### src/common/sample_pkg.sv
// sample, product and accumulator types, product scaling and saturating arithmetic
`default_nettype none

package sample_pkg;

    typedef logic signed [23:0] sample_t;
    typedef logic signed [27:0] product_t;
    typedef logic signed [31:0] acc_t;

    localparam int PRODUCT_SHIFT = 20;
    localparam int MULT_LATENCY = 5;   // multiplier pipeline depth

    // full 48-bit product down to product_t
    function automatic product_t scale_product(input logic signed [47:0] full);
        logic signed [47:0] shifted;
        shifted = full >>> PRODUCT_SHIFT;
        return shifted[27:0];
    endfunction

    // clamps to 32-bit limits on overflow
    function automatic acc_t sat_add_acc(input acc_t a, input acc_t b);
        logic signed [32:0] sum;
        sum = {a[31], a} + {b[31], b};
        if (sum[32] != sum[31]) begin
            return sum[32] ? 32'h8000_0000 : 32'h7fff_ffff;
        end
        return sum[31:0];
    endfunction

    // drop 4 guard bits, then clamp to 24 bits
    function automatic sample_t acc_to_sample(input acc_t a);
        acc_t s;
        s = a >>> 4;
        if (s > 32'sd8388607) begin
            return 24'h7f_ffff;
        end
        if (s < -32'sd8388608) begin
            return 24'h80_0000;
        end
        return s[23:0];
    endfunction

endpackage

`default_nettype wire

### src/resampler/ringbuf.sv
// circular sample buffer with write pointer, pop-advanced read pointer and offset read
`timescale 1ns/100ps
`default_nettype none

module ringbuf #(
    parameter int LEN = 32,
    localparam int PTR_W = $clog2(LEN)
) (
    input wire logic clk,
    input wire logic rst,
    input wire sample_pkg::sample_t data_i,
    input wire logic we_i,
    input wire logic pop_i,
    input wire logic [PTR_W-2:0] offset_i,
    output sample_pkg::sample_t data_o
);
    import sample_pkg::*;

    sample_t mem [LEN];
    logic [PTR_W-1:0] wr_ptr;
    logic [PTR_W-1:0] rd_ptr;
    logic [PTR_W-1:0] rd_addr;

    assign rd_addr = rd_ptr + PTR_W'(offset_i);   // wraps with LEN a power of two

    always_ff @(posedge clk) begin
        if (rst) begin
            wr_ptr <= '0;
            rd_ptr <= '0;
        end else begin
            if (we_i) wr_ptr <= wr_ptr + 1'b1;
            if (pop_i) rd_ptr <= rd_ptr + 1'b1;
        end
    end

    // cleared so an unfilled window reads as silence
    always_ff @(posedge clk) begin
        if (rst) begin
            for (int i = 0; i < LEN; i++) begin
                mem[i] <= '0;
            end
        end else if (we_i) begin
            mem[wr_ptr] <= data_i;
        end
    end

    always_ff @(posedge clk) begin
        data_o <= mem[rd_addr];
    end

endmodule

`default_nettype wire

### config.mk
export PLATFORM = sky130hd
export DESIGN_NAME = ringbuf
export DESIGN_NICKNAME = d
export VERILOG_FILES = /design/src/common/sample_pkg.sv /design/src/resampler/ringbuf.sv
export SDC_FILE = /design/constraint.sdc
export NUM_CORES = 1
export LEC_CHECK = 0
export BUFFER_PORTS_ARGS = -buffer_cell sky130_fd_sc_hd__clkbuf_2
export CAP_MARGIN = 0
export CORE_MARGIN = 2
export CORE_UTILIZATION = 50
export DETAILED_ROUTE_END_ITERATION = 8
export PLACE_DENSITY_LB_ADDON = 0.3
export SYNTH_ARGS = -nofsm -noshare
export SYNTH_HDL_FRONTEND = slang
export SYNTH_SLANG_ARGS = --single-unit
export TNS_END_PERCENT = 20
### constraint.sdc
create_clock -name clk -period 4.6 [get_ports clk]
set_clock_uncertainty 0.05 [all_clocks]
set_input_delay 0.46 -clock clk [delete_from_list [all_inputs] [get_ports clk]]
set_output_delay 0.46 -clock clk [all_outputs]
set_load 0.005 [all_outputs]
* Word-level counts from Yosys, hierarchy flattened *
Memory sizes are Yosys's and may differ from the RTL's. A register that Yosys moved wholly into a read port is not among the register bits.
Index checks and enable logic that the tools add are counted.

word-level totals
  register bits after elaboration = 10
  RAM bits = 768
  logic and storage cells = 15
  memories = 1

operators by class
  $add $sub $neg = 3
  muxes and demuxes = 8
  reduce and logical (&&, ||, !) cells = 1

memory list
  name  words  bits a word  rd ports  clocked after Yosys merged registers in  write ports  RTL line       source
  mem   32     24           1         1                                        32           ringbuf.sv:19  sample_t mem [LEN];

operators by type and width
  kind                   number
  $mux W24               1
  $reduce_or A24 Y1      1
  $add A5 B1 Y5 const B  2
  $mux W1                6
  $add A5 B4 Y5          1
  $mux W5                1

* Depth between registers and ports, before layout *
Gate-level depths: netlist of the first run.

  word-level depth = 5
  gate-level depth with buffers = 12
  gate-level depth less buffers = 8

* Worst setup path before layout of the first run *
No wires, ideal clock.

  path kind = input to register
  from = in offset_i[0]
  to = reg data_o[2] (read register of mem)
  arrival time = 2.423 ns
  data required time = 4.419 ns
  setup slack = 1.996 ns
  stages = 11
  cell sequence = ha_1 inv_1 fa_1 buf_4 buf_4 clkbuf_1 and2b_1 a2111oi_0 nor4_1 mux2i_1 mux2i_1

between the ends
  cells in the longest elaborated chain, start to end = 1

RTL lines
  item                RTL line       source
  start: declaration  ringbuf.sv:14  input wire logic [PTR_W-2:0] offset_i,
  $add A5 B4 Y5       ringbuf.sv:24  assign rd_addr = rd_ptr + PTR_W'(offset_i);
  end: declaration    ringbuf.sv:15  output sample_pkg::sample_t data_o

No other way between the ends.
A chain may end at the register's enable or synchronous reset.

* Final worst setup path of the first run *
  from = reg rd_ptr[0]
  to = reg data_o[11] (read register of mem)

between the ends
  cells in the longest elaborated chain, start to end = 1

RTL lines
  item                      RTL line       source
  start: declaration        ringbuf.sv:21  logic [PTR_W-1:0] rd_ptr;
  start signal: assignment  ringbuf.sv:32  if (pop_i) rd_ptr <= rd_ptr + 1'b1;
  $add A5 B4 Y5             ringbuf.sv:24

No other way between the ends.

==> metrics.txt, run 1 <==
RSZ-0062 raised after global routing no; fin cells 3914; Reg-to-Reg Start rd_ptr[0]; # port buffers 55; largest net degree at the start of global routing about 100; antenna violations before repair 12; Layout fillers 5960; compound-gate portion of the synthesized area 8.62%; worst hold path depth 3; RR Endpoint data_o[11]; most frequent cells after synthesis 768 x and2_1, 768 x edfxtp_1, 368 x a2111oi_0; R2R setup slack approximately 470 ps; Overall Power 0.0178 W; vias in the first global route 24100; Starting Density 50.6%; Post-Synth Adder-Cell Area 0.351%; Seq cells post-synth approximately 800; Int Power about 0.013 W; Worst Hold End rd_ptr[1]; Distinct cells, synth 34; Synth area leaders edfxtp_1 61%, and2_1 13%, a2111oi_0 8.5%, nor2b_1 5.7%, clkbuf_1 2.7%; die width 279 um; final hold slack 141 ps; area occupied by multi-input gates 0.0128 mm^2; post-CTS sizing 0; Placed Cells ~3800; LEAKAGE 14.9 nW; routed wire length 106000 um; Main synth FF type edfxtp_1; Setup TNS 0 ps; Worst Setup End Kind register; critical path class register to register; DPL Wire Length approximately 56000 um; Post-synth EDFFs 768; Remaining DRCs 0; status finished clean; CTS max path bufs 3; # Post-CTS Setup Buffers 0; Syn Nets 2997; min-delay src pop_i; first-pass GRT wire length 156000 um; actual slew at the worst max-slew pin ~1100 ps; CP Data Required Time 5100 ps; final setup fails 0; die height 279 um; worst vdd ir 0.256 mV; vias per inst 6.17; combinational power share 15.4%; WL/cell 27.0 um; Reg area 0.0237 mm^2; die area 0.0777 mm^2; clock latency on the worst-skew pair 630 ps; CTS Buf Count 83; max-cap viol count 0; area grow syn2layout 10.1%; htree depth 3; clock share of power 37.0%; # hold bufs at CTS 0; clk slew on worst S/H paths 60 ps; Synth Area per Inst 12.8 um^2; Synth warnings 0; cell taking the most area after synthesis edfxtp_1; P_sw slightly below 0.005 W; simple-gate share of the synthesized area between 20% and 30%; layout cell share with drive strength beyond 1 10.5%; CTS Root Cell clkbuf_16; crit-path max FO 90; Cells after Synth 2955; asr flop ratio synth 0%; total track usage 27.2%; Hold/Removal Path Class input pin to register; Reg2Reg Depth 9; Cell Pwr Density 427 mW/mm^2; vias between 20000 and 25000; drt pass-1 iters 5; sequential share of the synthesized area 62.9%; Final Hold Viols 0; XOR/XNOR share of the synthesized area 0.298%; Sink Count between 800 and 900; critical path arrival 4630 ps; CP Launch Type register; Synth top area share 61.1%; Routability Congestion about 0.8; sw frac 27.3%; post-synthesis mux area share under 10%; FP Rows 100; num ports 56; largest family of logic cells by synthesized area simple AND/OR/NAND/NOR gates; GR Overflow Total 0; Final Cycle Share 89.9%; Cell Area, Synth 0.0378 mm^2; sequential share of power 47.6%; Slew HR around 23%; Peak Freq 0.242 GHz; min Tclk post-route 4130 ps; fin nets approximately 2900; TritonCTS clock tree yes; Core ar. 0.0746 mm^2; final count of pins violating max slew 0; DRT iter0 DRCs 2735; number of nets still failing antenna checks after routing 0
[sequential cells by signal (all words and copies together), names as in the netlist]
| register | count |
|---|---|
| mem | 768 |
| data_o | 24 |
| rd_ptr | 5 |
| wr_ptr | 5 |
[logic make-up (layout without fill, tap and decap cells)]
logic type                 count (synthesis)  after routing
adders and majority gates                 10             10
muxes                                     90             90
and+or+nand+nor                         1342           1342
other                                      0              4
DFF                                      802            802
buffers and inverters                    326            312
xor gates and xnor gates                  12             12
AOI/OAI and AO/OA                        373            373
[how the worst max path moves through the flow]
| stage | start | to | slack, ps |
|---|---|---|---|
| 2_1_floorplan | offset_i[0] | data_o[2] | 2000 |
| 3_3_place_gp | offset_i[0] | data_o[11] | 450 |
| 3_5_place_dp | offset_i[0] | data_o[11] | 430 |
| 4_1_cts | rd_ptr[0] | data_o[11] | 520 |
| 5_1_grt | rd_ptr[0] | data_o[11] | 330 |
| 6_report | rd_ptr[0] | data_o[11] | 470 |
[power groups by stage]
| stage | logic [W] | registers (W) | clock network, W |
|---|---|---|---|
| global placement | 0.00264 | 0.00860 | 0 |
| floorplan | 0.00150 | 0.00854 | 0 |
| global route | 0.00290 | 0.00848 | 0.00692 |
| finish | 0.00273 | 0.00846 | 0.00658 |
| CTS | 0.00269 | 0.00846 | 0.00662 |
| detailed placement | 0.00268 | 0.00861 | 0 |
[worst max-delay path, stage by stage (launching register included)]
cell,delay [ps]
dfxtp_1,420
ha_4,170
inv_1,50
fa_4,1000
buf_12,370
buf_4,270
a2111oi_0,140
nor4_1,1010
mux2i_1,340
mux2i_1,220
[layout make-up]
type	instances	area share, %
antenna	4	0.0241
clock buffer	118	5.74
clock inverter	35	0.575
inverter	7	0.0752
multi-input combinational	1827	30.7
sequential	802	57.1
tap	969	2.92
timing repair buffer	152	2.83
[cells in the final DEF (no fill, tap or decap), types with 3 or more instances in the layout]
| cell type | synthesis | final |
|---|---|---|
| a2111oi_0 | 368 | 368 |
| and2_1 | 768 | 768 |
| and2b_1 | 23 | 23 |
| buf_12 | 0 | 14 |
| buf_4 | 9 | 83 |
| bufinv_16 | 0 | 3 |
| clkbuf_1 | 271 | 23 |
| clkbuf_16 | 0 | 88 |
| clkbuf_2 | 1 | 55 |
| clkbuf_8 | 0 | 7 |
| clkinv_1 | 0 | 16 |
| clkinv_2 | 0 | 13 |
| dfxtp_1 | 34 | 34 |
| diode_2 | 0 | 4 |
| edfxtp_1 | 768 | 768 |
| ha_1 | 9 | 8 |
| inv_1 | 6 | 6 |
| mux2i_1 | 89 | 89 |
| nand2_1 | 7 | 7 |
| nand3_1 | 17 | 17 |
| nand3b_1 | 3 | 3 |
| nand4_1 | 6 | 6 |
| nor2_1 | 44 | 44 |
| nor2b_1 | 346 | 346 |
| nor4_1 | 92 | 91 |
| or2_2 | 32 | 32 |
| xor2_1 | 8 | 6 |
| xor2_4 | 0 | 3 |
[through the flow]
step | setup slack (ps) | util [%] | area (um^2)
2_1_floorplan | 2000 | - | 37800
3_3_place_gp | 453 | 52.2 | 38900
3_5_place_dp | 433 | 52.2 | 38900
4_1_cts | 520 | 55.7 | 41600
5_1_grt | 334 | 55.7 | 41600
6_report | 466 | 55.8 | 41600
[metal layers]
layer	global-route usage [%]	up-vias	share of wire (%)
met2	43.4	1131	47
met1	37.5	12100	41
met3	4.52	187	8.8
met5	0	-	0.037
met4	10.2	6	3.3
li1	-	10700	-
(Power assumes the default switching activity.)
==> run 2: changes to the inputs <==
--- a/config.mk
+++ b/config.mk
@@ -5,12 +5,12 @@
 export SDC_FILE = /design/constraint.sdc
 export NUM_CORES = 1
 export LEC_CHECK = 0
-export BUFFER_PORTS_ARGS = -buffer_cell sky130_fd_sc_hd__clkbuf_2
 export CAP_MARGIN = 0
 export CORE_MARGIN = 2
 export CORE_UTILIZATION = 50
 export DETAILED_ROUTE_END_ITERATION = 8
-export PLACE_DENSITY_LB_ADDON = 0.3
+export DONT_BUFFER_PORTS = 1
+export PLACE_DENSITY = 0.64
 export SYNTH_ARGS = -nofsm -noshare
 export SYNTH_HDL_FRONTEND = slang
 export SYNTH_SLANG_ARGS = --single-unit
==> run 2 against run 1 <==
Compared with the run above: non-clock buffer count fell by 9; setup slack got worse by 310 ps; fmax fell by 7.0%; flip-flop and latch count did not move; cell area rose by 0.71%; combinational power barely moved; final cell count fell by 0.20%; worst hold slack got worse by 120 ps; critical path type unchanged; largest cell class unchanged.
==> metrics.txt, run 2 (synthesis results as in run 1) <==
RSZ-0062 raised after global routing no; Int Power 0.0127 W; max FFs per register 768; Placed Area 0.0388 mm^2; fin cells 3906; Hold/Removal Path Class input pin to register; clk slew on worst S/H paths 60 ps; Overall Power between 0.015 and 0.02 W; final setup fails 0; die height 279 um; Worst Setup End Kind register; # port buffers 0; critical path class register to register; vias per inst 6.17; P_sw 0.00496 W; Placed Cells 3714; final instance area around 0.042 mm^2; register bank with the most flops mem; htree depth 3; Sink Count 802; CP Launch Type register; area grow syn2layout 10.9%; sequential share of power 48.1%; Core ar. approximately 0.075 mm^2; number of nets still failing antenna checks after routing 0; layout cell share with drive strength beyond 1 under 10%; vias in the first global route 24000; Routability Congestion ~0.81; sw frac 28.0%; CP Data Required Time 5100 ps; final hold slack 19.7 ps; drt pass-1 iters 5; Setup TNS 0 ps; routed wire length 111000 um; status finished clean; clock share of power between 30 and 40%; largest net degree at the start of global routing 145; post-CTS sizing 0; min Tclk post-route approximately 4400 ps; num ports 56; combinational power share 15.5%; Largest regs mem (768), data_o (24); first-pass GRT wire length 162000 um; die area 0.0777 mm^2; fin nets just under 3000; Final Hold Viols 0; Starting Density 50.6%; Remaining DRCs 0; commonest non-fill, non-tap cells in the layout 768 x and2_1, 768 x edfxtp_1, 368 x a2111oi_0; clock latency on the worst-skew pair 640 ps; Cell Pwr Density ~420 mW/mm^2; DRT iter0 DRCs approximately 2400; CTS max path bufs 3; R2R setup slack about 160 ps; CTS Root Cell clkbuf_16; Peak Freq approximately 0.23 GHz; DPL Wire Length between 50000 and 60000 um; CTS Buf Count 84; total track usage between 20 and 30%; die width 279 um; Final Cycle Share a little over nine tenths; critical path arrival around 4900 ps; final count of pins violating max slew 0; crit-path max FO 60; actual slew at the worst max-slew pin 1210 ps; antenna violations before repair 6; GR Overflow Total 0; FP Rows 100; TritonCTS clock tree yes; WL/cell ~28 um; max-cap viol count 0; Slew HR between 10% and 20%; LEAKAGE ~15 nW; vias 24100; worst vdd ir 0.305 mV
[run 2: cell count changes in the layout (fill, tap and decap cells not counted), sizes merged]
cell,delta
inv,+5
clkbuf,-52
clkinv,-5
buf,+34
bufinv,-2
clkinvlp,+1
dlygate4sd3,+12
diode,-1
[run 2: power groups by stage]
stage	Clock, W	Combinational (W)	Sequential (W)
after detailed placement	0	0.00253	0.00867
after CTS	0.00648	0.00272	0.00852
final	0.00643	0.00275	0.00851
after global routing	0.00676	0.00292	0.00854
after global placement	0	0.00248	0.00866
after floorplan	0	0.00150	0.00854
[run 2: stage by stage]
step	setup WS (ps)	utilization (%)
2_1_floorplan	2000	-
5_1_grt	14.9	56.1
3_5_place_dp	287	52.0
6_report	156	56.1
4_1_cts	255	56.1
3_3_place_gp	323	52.0
[run 2: worst max-delay path, cell delays in order (launching register included)]
cell and delay (ps):
dfxtp_1 440, ha_4 170, inv_1 40, fa_4 490, xor2_4 550, buf_12 350
buf_4 430, a2111oi_0 130, nor4_1 850, mux2i_1 490, mux2i_1 260
[run 2: repair_timing]
item	4_1_cts	5_1_grt
endpoints found under the hold margin	766	0
setup endpoints to repair	0	0
hold buffers	34	0
setup buffers	0	0
[run 2: worst paths after layout]
kind | cells past startpoint | endpoint | start
max | 10 | data_o[8] | rd_ptr[0]
max reg2reg | 10 | data_o[8] | rd_ptr[0]
min | 3 | wr_ptr[3] | we_i
min reg2reg | 2 | rd_ptr[3] | rd_ptr[3]
[run 2: final cells by class]
class	count	area, um^2
Multi-Input combinational cell	1827	12800
Sequential cell	802	23700
Fill cell	5913	32700
Tap cell	969	1210
Clock inverter	34	211
Clock buffer	121	2320
Timing Repair Buffer	143	1570
Antenna cell	3	7.51
Inverter	7	31.3
[run 2: per-layer routing]
metal	vias to the layer above	GRT usage [%]	routed length, um	part of all wire [%]
met4	2	10.6	3600	3.2
met2	995	44.8	50700	46
met1	12200	39.9	46300	42
met3	172	5.60	10200	9.2
li1	10700	-	-	-
met5	-	0	13	0.012
