`src/common/firbank_pkg.sv`:
```
// coefficient type and the coefficient rule of the polyphase bank
`default_nettype none

package firbank_pkg;

    typedef logic signed [23:0] coef_t;

    // triangular window over the full 2*halfdepth taps,
    // peak at depth 0 of each wing, scaled by (phase+1)/num_fir
    // so the largest entry is half of full scale
    function automatic coef_t coef_value(
        input int phase,
        input int depth,
        input int num_fir,
        input int halfdepth
    );
        longint num;
        longint den;
        num = (longint'(1) << 22) * longint'(halfdepth - depth) * longint'(phase + 1);
        den = longint'(halfdepth) * longint'(num_fir);
        return coef_t'(num / den);
    endfunction

endpackage

`default_nettype wire

```
`src/common/sample_pkg.sv`:
```
// sample, product and accumulator types, product scaling and saturating arithmetic
`default_nettype none

package sample_pkg;

    typedef logic signed [23:0] sample_t;
    typedef logic signed [27:0] product_t;
    typedef logic signed [31:0] acc_t;

    localparam int PRODUCT_SHIFT = 20;
    localparam int MULT_LATENCY = 5;   // multiplier pipeline depth

    // full 48-bit product down to product_t
    function automatic product_t scale_product(input logic signed [47:0] full);
        logic signed [47:0] shifted;
        shifted = full >>> PRODUCT_SHIFT;
        return shifted[27:0];
    endfunction

    // clamps to 32-bit limits on overflow
    function automatic acc_t sat_add_acc(input acc_t a, input acc_t b);
        logic signed [32:0] sum;
        sum = {a[31], a} + {b[31], b};
        if (sum[32] != sum[31]) begin
            return sum[32] ? 32'h8000_0000 : 32'h7fff_ffff;
        end
        return sum[31:0];
    endfunction

    // drop 4 guard bits, then clamp to 24 bits
    function automatic sample_t acc_to_sample(input acc_t a);
        acc_t s;
        s = a >>> 4;
        if (s > 32'sd8388607) begin
            return 24'h7f_ffff;
        end
        if (s < -32'sd8388608) begin
            return 24'h80_0000;
        end
        return s[23:0];
    endfunction

endpackage

`default_nettype wire

```
`src/resampler/mpemu.sv`:
```
// pipelined signed multiplier with fixed latency and scaled product output
`timescale 1ns/100ps
`default_nettype none

module mpemu (
    input wire logic clk,
    input wire sample_pkg::sample_t sample_i,
    input wire firbank_pkg::coef_t coef_i,
    output sample_pkg::product_t prod_o
);
    import sample_pkg::*;

    logic signed [47:0] pipe_q [MULT_LATENCY];

    always_ff @(posedge clk) begin
        pipe_q[0] <= sample_i * coef_i;
        for (int i = 1; i < MULT_LATENCY; i++) begin
            pipe_q[i] <= pipe_q[i-1];   // retiming stages
        end
    end

    assign prod_o = scale_product(pipe_q[MULT_LATENCY-1]);

endmodule

`default_nettype wire

```
`src/resampler/resampler_core.sv`:
```
// timeslice scheduler, wing sequencer, phase accumulators, address generation and accumulator
`timescale 1ns/100ps
`default_nettype none

module resampler_core #(
    parameter int NUM_CH = 4,
    parameter int HALFDEPTH = 8,
    parameter int NUM_FIR = 20,
    parameter int DECIM = 17,
    parameter int TIMESLICE = 32,
    localparam int CH_W = (NUM_CH > 1) ? $clog2(NUM_CH) : 1,
    localparam int HD_W = $clog2(HALFDEPTH),
    localparam int FIR_W = $clog2(NUM_FIR),
    localparam int TS_W = $clog2(TIMESLICE)
) (
    input wire logic clk,
    input wire logic rst,

    // coefficient bank
    output logic [FIR_W+HD_W-1:0] bank_addr_o,
    input wire firbank_pkg::coef_t bank_data_i,

    // ring buffers
    output logic [NUM_CH-1:0] pop_o,
    output logic [HD_W:0] offset_o,
    input wire logic [NUM_CH*24-1:0] data_i,

    // consumer
    input wire logic [NUM_CH-1:0] pop_i,
    output sample_pkg::sample_t data_o,
    output logic [NUM_CH-1:0] ack_o
);
    import sample_pkg::*;

    localparam logic [2:0] ST_IDLE  = 3'd0;
    localparam logic [2:0] ST_READY = 3'd1;
    localparam logic [2:0] ST_RWING = 3'd2;
    localparam logic [2:0] ST_LWING = 3'd3;
    localparam logic [2:0] ST_WAIT  = 3'd4;
    localparam logic [2:0] ST_SAT   = 3'd5;
    localparam logic [2:0] ST_END   = 3'd6;
    localparam int CNT_W = $clog2(HALFDEPTH + MULT_LATENCY + 1);

    logic [TS_W-1:0] slot_cnt;
    logic [CH_W-1:0] ch_q;
    logic slot_start;
    logic [NUM_CH-1:0] ch_onehot;
    logic [NUM_CH-1:0] req_q;
    logic [2:0] state_q;
    logic [CNT_W-1:0] cnt_q;
    logic [FIR_W-1:0] phase_mem [NUM_CH];
    logic [FIR_W-1:0] firidx_l;
    logic [FIR_W-1:0] firidx_r;
    logic lwing;
    logic in_wing;
    logic [HD_W-1:0] wing_pos;
    logic [HD_W-1:0] depth;
    sample_t smp;
    product_t prod;
    logic [MULT_LATENCY:0] tap_q;
    acc_t sum_q;

    assign slot_start = (slot_cnt == '0);
    assign ch_onehot = NUM_CH'(1) << ch_q;

    // fixed rotation, one channel per timeslice
    always_ff @(posedge clk) begin
        if (rst) begin
            slot_cnt <= '0;
            ch_q <= '0;
        end else if (slot_cnt == TS_W'(TIMESLICE - 1)) begin
            slot_cnt <= '0;
            ch_q <= (ch_q == CH_W'(NUM_CH - 1)) ? '0 : ch_q + 1'b1;
        end else begin
            slot_cnt <= slot_cnt + 1'b1;
        end
    end

    // requests held until the channel's slot begins
    always_ff @(posedge clk) begin
        if (rst) begin
            req_q <= '0;
        end else if (slot_start) begin
            req_q <= (req_q & ~ch_onehot) | pop_i;
        end else begin
            req_q <= req_q | pop_i;
        end
    end

    always_ff @(posedge clk) begin
        if (rst) begin
            state_q <= ST_IDLE;
            cnt_q <= '0;
        end else if (slot_start) begin
            state_q <= req_q[ch_q] ? ST_READY : ST_IDLE;
            cnt_q <= '0;
        end else begin
            cnt_q <= cnt_q + 1'b1;
            case (state_q)
                ST_READY: begin
                    state_q <= ST_RWING;
                    cnt_q <= '0;
                end
                ST_RWING: begin
                    if (cnt_q == CNT_W'(HALFDEPTH - 1)) begin
                        state_q <= ST_LWING;
                        cnt_q <= '0;
                    end
                end
                ST_LWING: begin
                    if (cnt_q == CNT_W'(HALFDEPTH - 1)) begin
                        state_q <= ST_WAIT;
                        cnt_q <= '0;
                    end
                end
                ST_WAIT: begin
                    if (cnt_q == CNT_W'(MULT_LATENCY)) state_q <= ST_SAT;   // rom + mult drain
                end
                ST_SAT: state_q <= ST_END;
                ST_END: state_q <= ST_IDLE;
                default: state_q <= ST_IDLE;
            endcase
        end
    end

    always_ff @(posedge clk) begin
        if (state_q == ST_READY) begin
            firidx_l <= phase_mem[ch_q];
            firidx_r <= FIR_W'(NUM_FIR - 1) - phase_mem[ch_q];   // mirrored phase
        end
    end

    // phase advance and input pop, one cycle after the end cycle
    always_ff @(posedge clk) begin
        if (rst) begin
            pop_o <= '0;
            for (int i = 0; i < NUM_CH; i++) begin
                phase_mem[i] <= '0;
            end
        end else begin
            pop_o <= '0;
            if (state_q == ST_END) begin
                if (firidx_l >= FIR_W'(NUM_FIR - DECIM)) begin
                    phase_mem[ch_q] <= FIR_W'(firidx_l + DECIM - NUM_FIR);
                    pop_o <= ch_onehot;
                end else begin
                    phase_mem[ch_q] <= FIR_W'(firidx_l + DECIM);
                end
            end
        end
    end

    // right wing walks depth down, left wing walks it up
    assign lwing = (state_q == ST_LWING);
    assign in_wing = (state_q == ST_RWING) || lwing;
    assign wing_pos = HD_W'(HALFDEPTH - 1) - cnt_q[HD_W-1:0];
    assign depth = lwing ? cnt_q[HD_W-1:0] : wing_pos;
    assign bank_addr_o = {lwing ? firidx_l : firidx_r, depth};
    assign offset_o = {~lwing, wing_pos};   // upper half of window for the right wing

    assign smp = data_i[ch_q*24 +: 24];

    mpemu u_mpemu (
        .clk(clk),
        .sample_i(smp),
        .coef_i(bank_data_i),
        .prod_o(prod)
    );

    // marks which products in flight belong to a wing
    always_ff @(posedge clk) begin
        if (rst) begin
            tap_q <= '0;
        end else begin
            tap_q <= {tap_q[MULT_LATENCY-1:0], in_wing};
        end
    end

    always_ff @(posedge clk) begin
        if (state_q == ST_READY) begin
            sum_q <= '0;
        end else if (tap_q[MULT_LATENCY]) begin
            sum_q <= sat_add_acc(sum_q, acc_t'(prod));
        end
    end

    always_ff @(posedge clk) begin
        if (state_q == ST_SAT) data_o <= acc_to_sample(sum_q);
    end

    assign ack_o = (state_q == ST_END) ? ch_onehot : '0;

endmodule

`default_nettype wire

```
`config.mk`:
```
export PLATFORM = sky130hd
export DESIGN_NAME = resampler_core
export DESIGN_NICKNAME = d
export VERILOG_FILES = /design/src/common/firbank_pkg.sv /design/src/common/sample_pkg.sv /design/src/resampler/mpemu.sv /design/src/resampler/resampler_core.sv
export SDC_FILE = /design/constraint.sdc
export NUM_CORES = 2
export LEC_CHECK = 0
export BUFFER_PORTS_ARGS = -buffer_cell sky130_fd_sc_hd__buf_2
export CORE_UTILIZATION = 35
export DETAILED_ROUTE_END_ITERATION = 10
export HOLD_SLACK_MARGIN = 0.02
export MAX_ROUTING_LAYER = met4
export SLEW_MARGIN = 0
export SYNTH_ARGS = -nofsm -noshare
export SYNTH_HDL_FRONTEND = slang
export SYNTH_SLANG_ARGS = --single-unit
```
`constraint.sdc`:
```
create_clock -name clk -period 10.65 [get_ports clk]
set_input_delay 2.6625 -clock clk [delete_from_list [all_inputs] [get_ports clk]]
set_output_delay 2.6625 -clock clk [all_outputs]
set_load 0.03 [all_outputs]
```
Word-level counts from Yosys, hierarchy flattened
Memories as Yosys holds them, arrays and structs flattened. A register that Yosys moved wholly into a read port is not among the register bits.
Index checks and enable logic that the tools add are counted.
W data, S select, Z words.
{"block": "totals", "output_inout_bits": 44, "register_bits": 94, "wordCells": 105, "mem_bits_rw": 260, "mem_count": 2, "in_bits": 126}
{"name": "u_mpemu.pipe_q", "words": 5, "word_bits": 48, "read_ports": 5, "rd_clocked_by_memory_dff": 0, "wr": 5, "line_no": "mpemu.sv:13", "rtl": "logic signed [47:0] pipe_q [MULT_LATENCY];"}
{"name": "phase_mem", "words": 4, "word_bits": 5, "read_ports": 1, "rd_clocked_by_memory_dff": 1, "wr": 4, "line_no": "resampler_core.sv:51", "rtl": "logic [FIR_W-1:0] phase_mem [NUM_CH];"}
{"block": "classes", "mux": 46, "n_addsub": 8, "multipliers": 2, "n_bitwise": 8, "eq_ne": 14, "n_lt_le_gt_ge": 4, "shift": 2, "n_reduce_logical": 8}
{"operator": "$mux W24", "count": 4}
{"operator": "$mux W32", "count": 3}
{"operator": "$shiftx A96 B8 Y24", "count": 1}
{"operator": "$mul A24 B24 Y48", "count": 1}
{"operator": "$add A32 B28 Y33", "count": 1}
{"operator": "$gt A28 B24 Y1 const B", "count": 1}
{"operator": "$lt A28 B24 Y1 const B", "count": 1}
{"operator": "$mux W1", "count": 21}
{"operator": "$mux W3", "count": 5}
{"operator": "$mux W5", "count": 3}
{"operator": "$pmux W3 S5", "count": 1}
{"operator": "$mux W4", "count": 3}
{"operator": "$eq A3 B3 Y1 const B", "count": 3}
{"operator": "$eq A4 B3 Y1 const B", "count": 2}
{"operator": "$mux W2", "count": 4}
{"operator": "$or A4 B4 Y4", "count": 2}
{"operator": "$pmux W4 S2", "count": 1}
{"operator": "$eq A3 B2 Y1 const B", "count": 2}
{"operator": "$ne A3 B3 Y1 const B", "count": 2}
{"operator": "$reduce_or A2 Y1", "count": 3}
{"operator": "$add A5 B1 Y5 const B", "count": 1}
{"operator": "$add A5 B5 Y5 const B", "count": 1}
{"operator": "$eq A5 B5 Y1 const B", "count": 1}
{"operator": "$ge A5 B2 Y1 const B", "count": 1}
{"operator": "22 further kinds", "count": 24}

Longest topological paths before layout
{"block": "depth", "ltp_word": 8, "ltp_mapped": 31, "depth_no_buf": 28}

By module
Synthesis repeated with hierarchy kept, for this count alone.
{"block": "hier_totals", "hier_cells": 3099, "hier_area_um2": 30807.0}
{"mod": "mpemu", "seq_area_each_um2": 2802.7, "instances": 1, "cells_per_inst": 2367, "area_each_um2": 23511.3}
{"mod": "resampler_core", "seq_area_each_um2": 2832.7, "instances": 1, "cells_per_inst": 732, "area_each_um2": 7295.7}

Least setup slack after synthesis
Ideal clock, no wire load.
{"block": "synth_timing", "path_type": "input -> register", "from": "input port data_i[95]", "to": "memory u_mpemu.pipe_q[0][47]", "path_slack_ps": 889, "path_buffers": 1, "t_required_ps": 10578, "t_arrival_ps": 9689, "path_stages": 25, "setup_ps": 72, "cell_sequence": "mux4_2 clkbuf_1 nand2_1 inv_1 fa_1 inv_1 fa_1 fa_1 inv_1 fa_1 inv_1 fa_1 fa_1 fa_1 inv_1 ha_1 and4_1 a221oi_1 o21ai_0 or3_1 o21ai_1 o21ai_0 a31o_2 a31oi_1 xnor2_1"}
{"item": "start: declaration", "line_no": "resampler_core.sv:26", "rtl": "input wire logic [NUM_CH*24-1:0] data_i,"}
{"item": "end: declaration", "line_no": "mpemu.sv:13"}

==> impl_metrics.tcl <==
set metrics [dict create \
    path_class "in2reg" \
    ys_warn_count 0 \
    syn_to_final_growth_pct 9.88 \
    slowest_stage "mux4_2" \
    coreArea_um2 85300 \
    slowest_delay_ps 740 \
    cts_setup_buffers 0 \
    fin_crit_sh_pct 90.6 \
    relSlewSlack_pct 28.3 \
    cts_tree "done" \
    dp_hpwl_um 59300 \
    holdPathEnd "u_mpemu.pipe_q[0][213]" \
    cp_top_family "adder cells" \
    critPathRequiredTime_ps 11090 \
    worst_setup_path_end_kind "flip-flop" \
    ys_types 64 \
    h-tree-depth 1 \
    synth.avg_cell_area_um2 10.1 \
    cap_violations 0 \
    grt_pass1_vias 21800 \
    finalHoldViolCount 0 \
    drc 0 \
    num_vias 20100 \
    hold_class "reg2reg" \
    slew_viol_final 0 \
    numCtsBuffers 25 \
    min_period_ps 9650 \
    ant_nets 0 \
    cp.arrival_ps 10090 \
    syn_inst 3001 \
    synth_nets 3910 \
    synth_edf_count 53 \
    place_inst 4232 \
    clock_skew_ps 15.6 \
    finalSetupViolations 0 \
    drive_gt1_share_pct 9.67 \
    path_buf_inv 7 \
    cp_common_cell "fa_1" \
    cp_num_cells 27 \
    viasPerCell 4.70 \
    whs_path_depth 0 \
    fp.dieH_um 296 \
    root_buffer "clkbuf_16" \
    routedWlPerCell_um 17.2 \
    ff2ff_path_depth 27 \
    die_area_um2 87400 \
    rr_startpoint "ch_q[0]" \
    cts_hold_buf 0 \
    reg2reg_slack_ps 1890 \
    async_reset_ff_share_pct 0 \
    finalSetupTns_ps 0 \
    initial_core_util_pct 35.4 \
    synth_area_um2 30200 \
    grt_start_max_net_pins 64 \
    synth_top_flop_cell "dfxtp_1" \
    cts_buffer_depth 3 \
    antenna_found_initial 1 \
    fmax_ghz 0.104 \
    tightest_slew_ps 1080 \
    wl_um 73400 \
    row_count 107 \
    grt_util_all_layers_pct 18.0 \
    ys_seq_elements 255 \
    cp_max_fo 24 \
    die_x_um 296 \
    worst_r2r_endpoint "u_mpemu.pipe_q[0][39]" \
    ios 170 \
    place.gp.congestion 0.857 \
    numPortBuffers 169 \
    grt_pass1_wl_um 119000 \
    nets 4024 \
    crit_path_start_kind "input port" \
    outcome "finished, final reports clean" \
    drt-pass1-iter-count 6 \
    yosysSeqAreaShare_pct 18.7 \
    cts_resized 0 \
    drt_iter0_drc 1089 \
    hold_start "u_mpemu.pipe_q[0][165]" \
    numClockSinks 255 \
    path_clk_slew_ps 60 \
    gr-total-overflow 0 \
    instances_no_fill 4277 \
    insertion_delay_ps 550 \
    rsz0062_at_grt "false" \
]
==> flip-flops by register name, indices dropped and copies added (netlist names), 4 cells and up, named ones only <==
| register | count |
|---|---|
| cnt_q | 4 |
| u_mpemu.pipe_q | 140 |
| req_q | 4 |
| firidx_l | 5 |
| data_o | 24 |
| firidx_r | 4 |
| pop_o | 4 |
| slot_cnt | 5 |
| tap_q | 6 |
| sum_q | 32 |
| phase_mem | 20 |
==> worst max path at each step <==
stage | start | to | slack (ps)
floorplan | data_i[95] | u_mpemu.pipe_q[0][47] | 890
global placement | data_i[91] | u_mpemu.pipe_q[0][47] | 500
detailed placement | data_i[79] | u_mpemu.pipe_q[0][47] | 440
CTS | data_i[16] | u_mpemu.pipe_q[0][47] | 1020
global route | data_i[16] | u_mpemu.pipe_q[0][39] | 740
finish | data_i[16] | u_mpemu.pipe_q[0][39] | 1000
==> layer usage <==
metal / track usage (%) / vias up / part of all wire [%]
met5: - / - / 0
met2: 28.5 / 594 / 45
li1: - / 9285 / -
met4: 3.50 / 0 / 1.8
met3: 3.12 / 98 / 6.7
met1: 24.3 / 10100 / 46
==> metrics by stage <==
step	worst slack [ps]	area [um^2]	hold slack [ps]	utilization, %
5_1_grt	743	33200	327	38.9
3_5_place_dp	443	32300	312	37.9
6_report	996	33200	315	38.9
2_1_floorplan	889	30200	310	-
3_3_place_gp	500	32300	310	37.9
4_1_cts	1020	33200	317	38.9
==> placed cells by master, fill, tap and decap left out, drive strengths merged, types with 6 or more instances in the layout <==
cell type,count
nand2,308
xnor2,50
fa,607
a31oi,7
nor2,89
o21bai,10
maj3,30
inv,644
nor3,17
and3,6
dfxtp,202
nand2b,13
o21a,10
o21ai,60
ha,176
mux2,6
edfxtp,53
a21o,55
a21oi,89
nand3,12
mux4,29
nand4,9
nor2b,15
a211oi,6
clkbuf,32
and2,283
buf,219
xor2,29
==> logic make-up after synthesis <==
logic type / after synthesis / share of synthesized area [%]
AND/OR/NAND/NOR: 775 / 12.7
multiplexers: 39 / 2.52
XOR/XNOR: 79 / 2.32
AO/OA/AOI/OAI: 267 / 5.57
flip-flops: 255 / 18.7
buffers and inverters: 773 / 9.66
adder cells (fa/ha/maj): 813 / 48.5
==> synthesized netlist by cell type, types with 3 or more instances <==
cell / n / share of area [%]
nor3b_1: 5 / 0.12
a31oi_1: 7 / 0.15
xor2_1: 28 / 0.81
o21bai_1: 10 / 0.25
a31o_2: 3 / 0.087
and2_1: 283 / 5.9
and4_1: 5 / 0.15
maj3_1: 30 / 0.99
nand2b_1: 13 / 0.27
nor2_1: 89 / 1.1
clkbuf_1: 121 / 1.5
o21a_1: 10 / 0.25
mux4_2: 29 / 2.2
and3_1: 6 / 0.12
buf_1: 5 / 0.062
buf_2: 3 / 0.050
buf_4: 3 / 0.075
or3_1: 5 / 0.10
mux2_2: 6 / 0.22
xnor2_1: 50 / 1.5
nand3_1: 12 / 0.20
o21ai_0: 55 / 0.91
a21o_1: 55 / 1.4
nand4_1: 9 / 0.19
fa_1: 607 / 40
ha_1: 176 / 7.3
nor3_1: 17 / 0.28
nand2_1: 308 / 3.8
mux2i_1: 4 / 0.13
a21oi_1: 89 / 1.5
nor4_1: 4 / 0.083
inv_1: 640 / 8.0
dfxtp_1: 202 / 13
nor2b_1: 15 / 0.31
a211o_1: 4 / 0.12
edfxtp_1: 53 / 5.3
a211oi_1: 5 / 0.12
o21ai_1: 5 / 0.083
==> cell type report <==
cell class                      instances  area [um^2]
Fill cell                            8539        52100
Sequential cell                       255         5640
Inverter                              641         2410
Clock buffer                           32          672
Antenna cell                            1         2.50
Multi-Input combinational cell       1973        21600
Timing Repair Buffer                  219         1220
Clock inverter                         12          163
Tap cell                             1144         1430
Power is left out: the tool's default activity adds up to more than one toggle a clock period on the data nets, which glitch-free logic cannot reach.
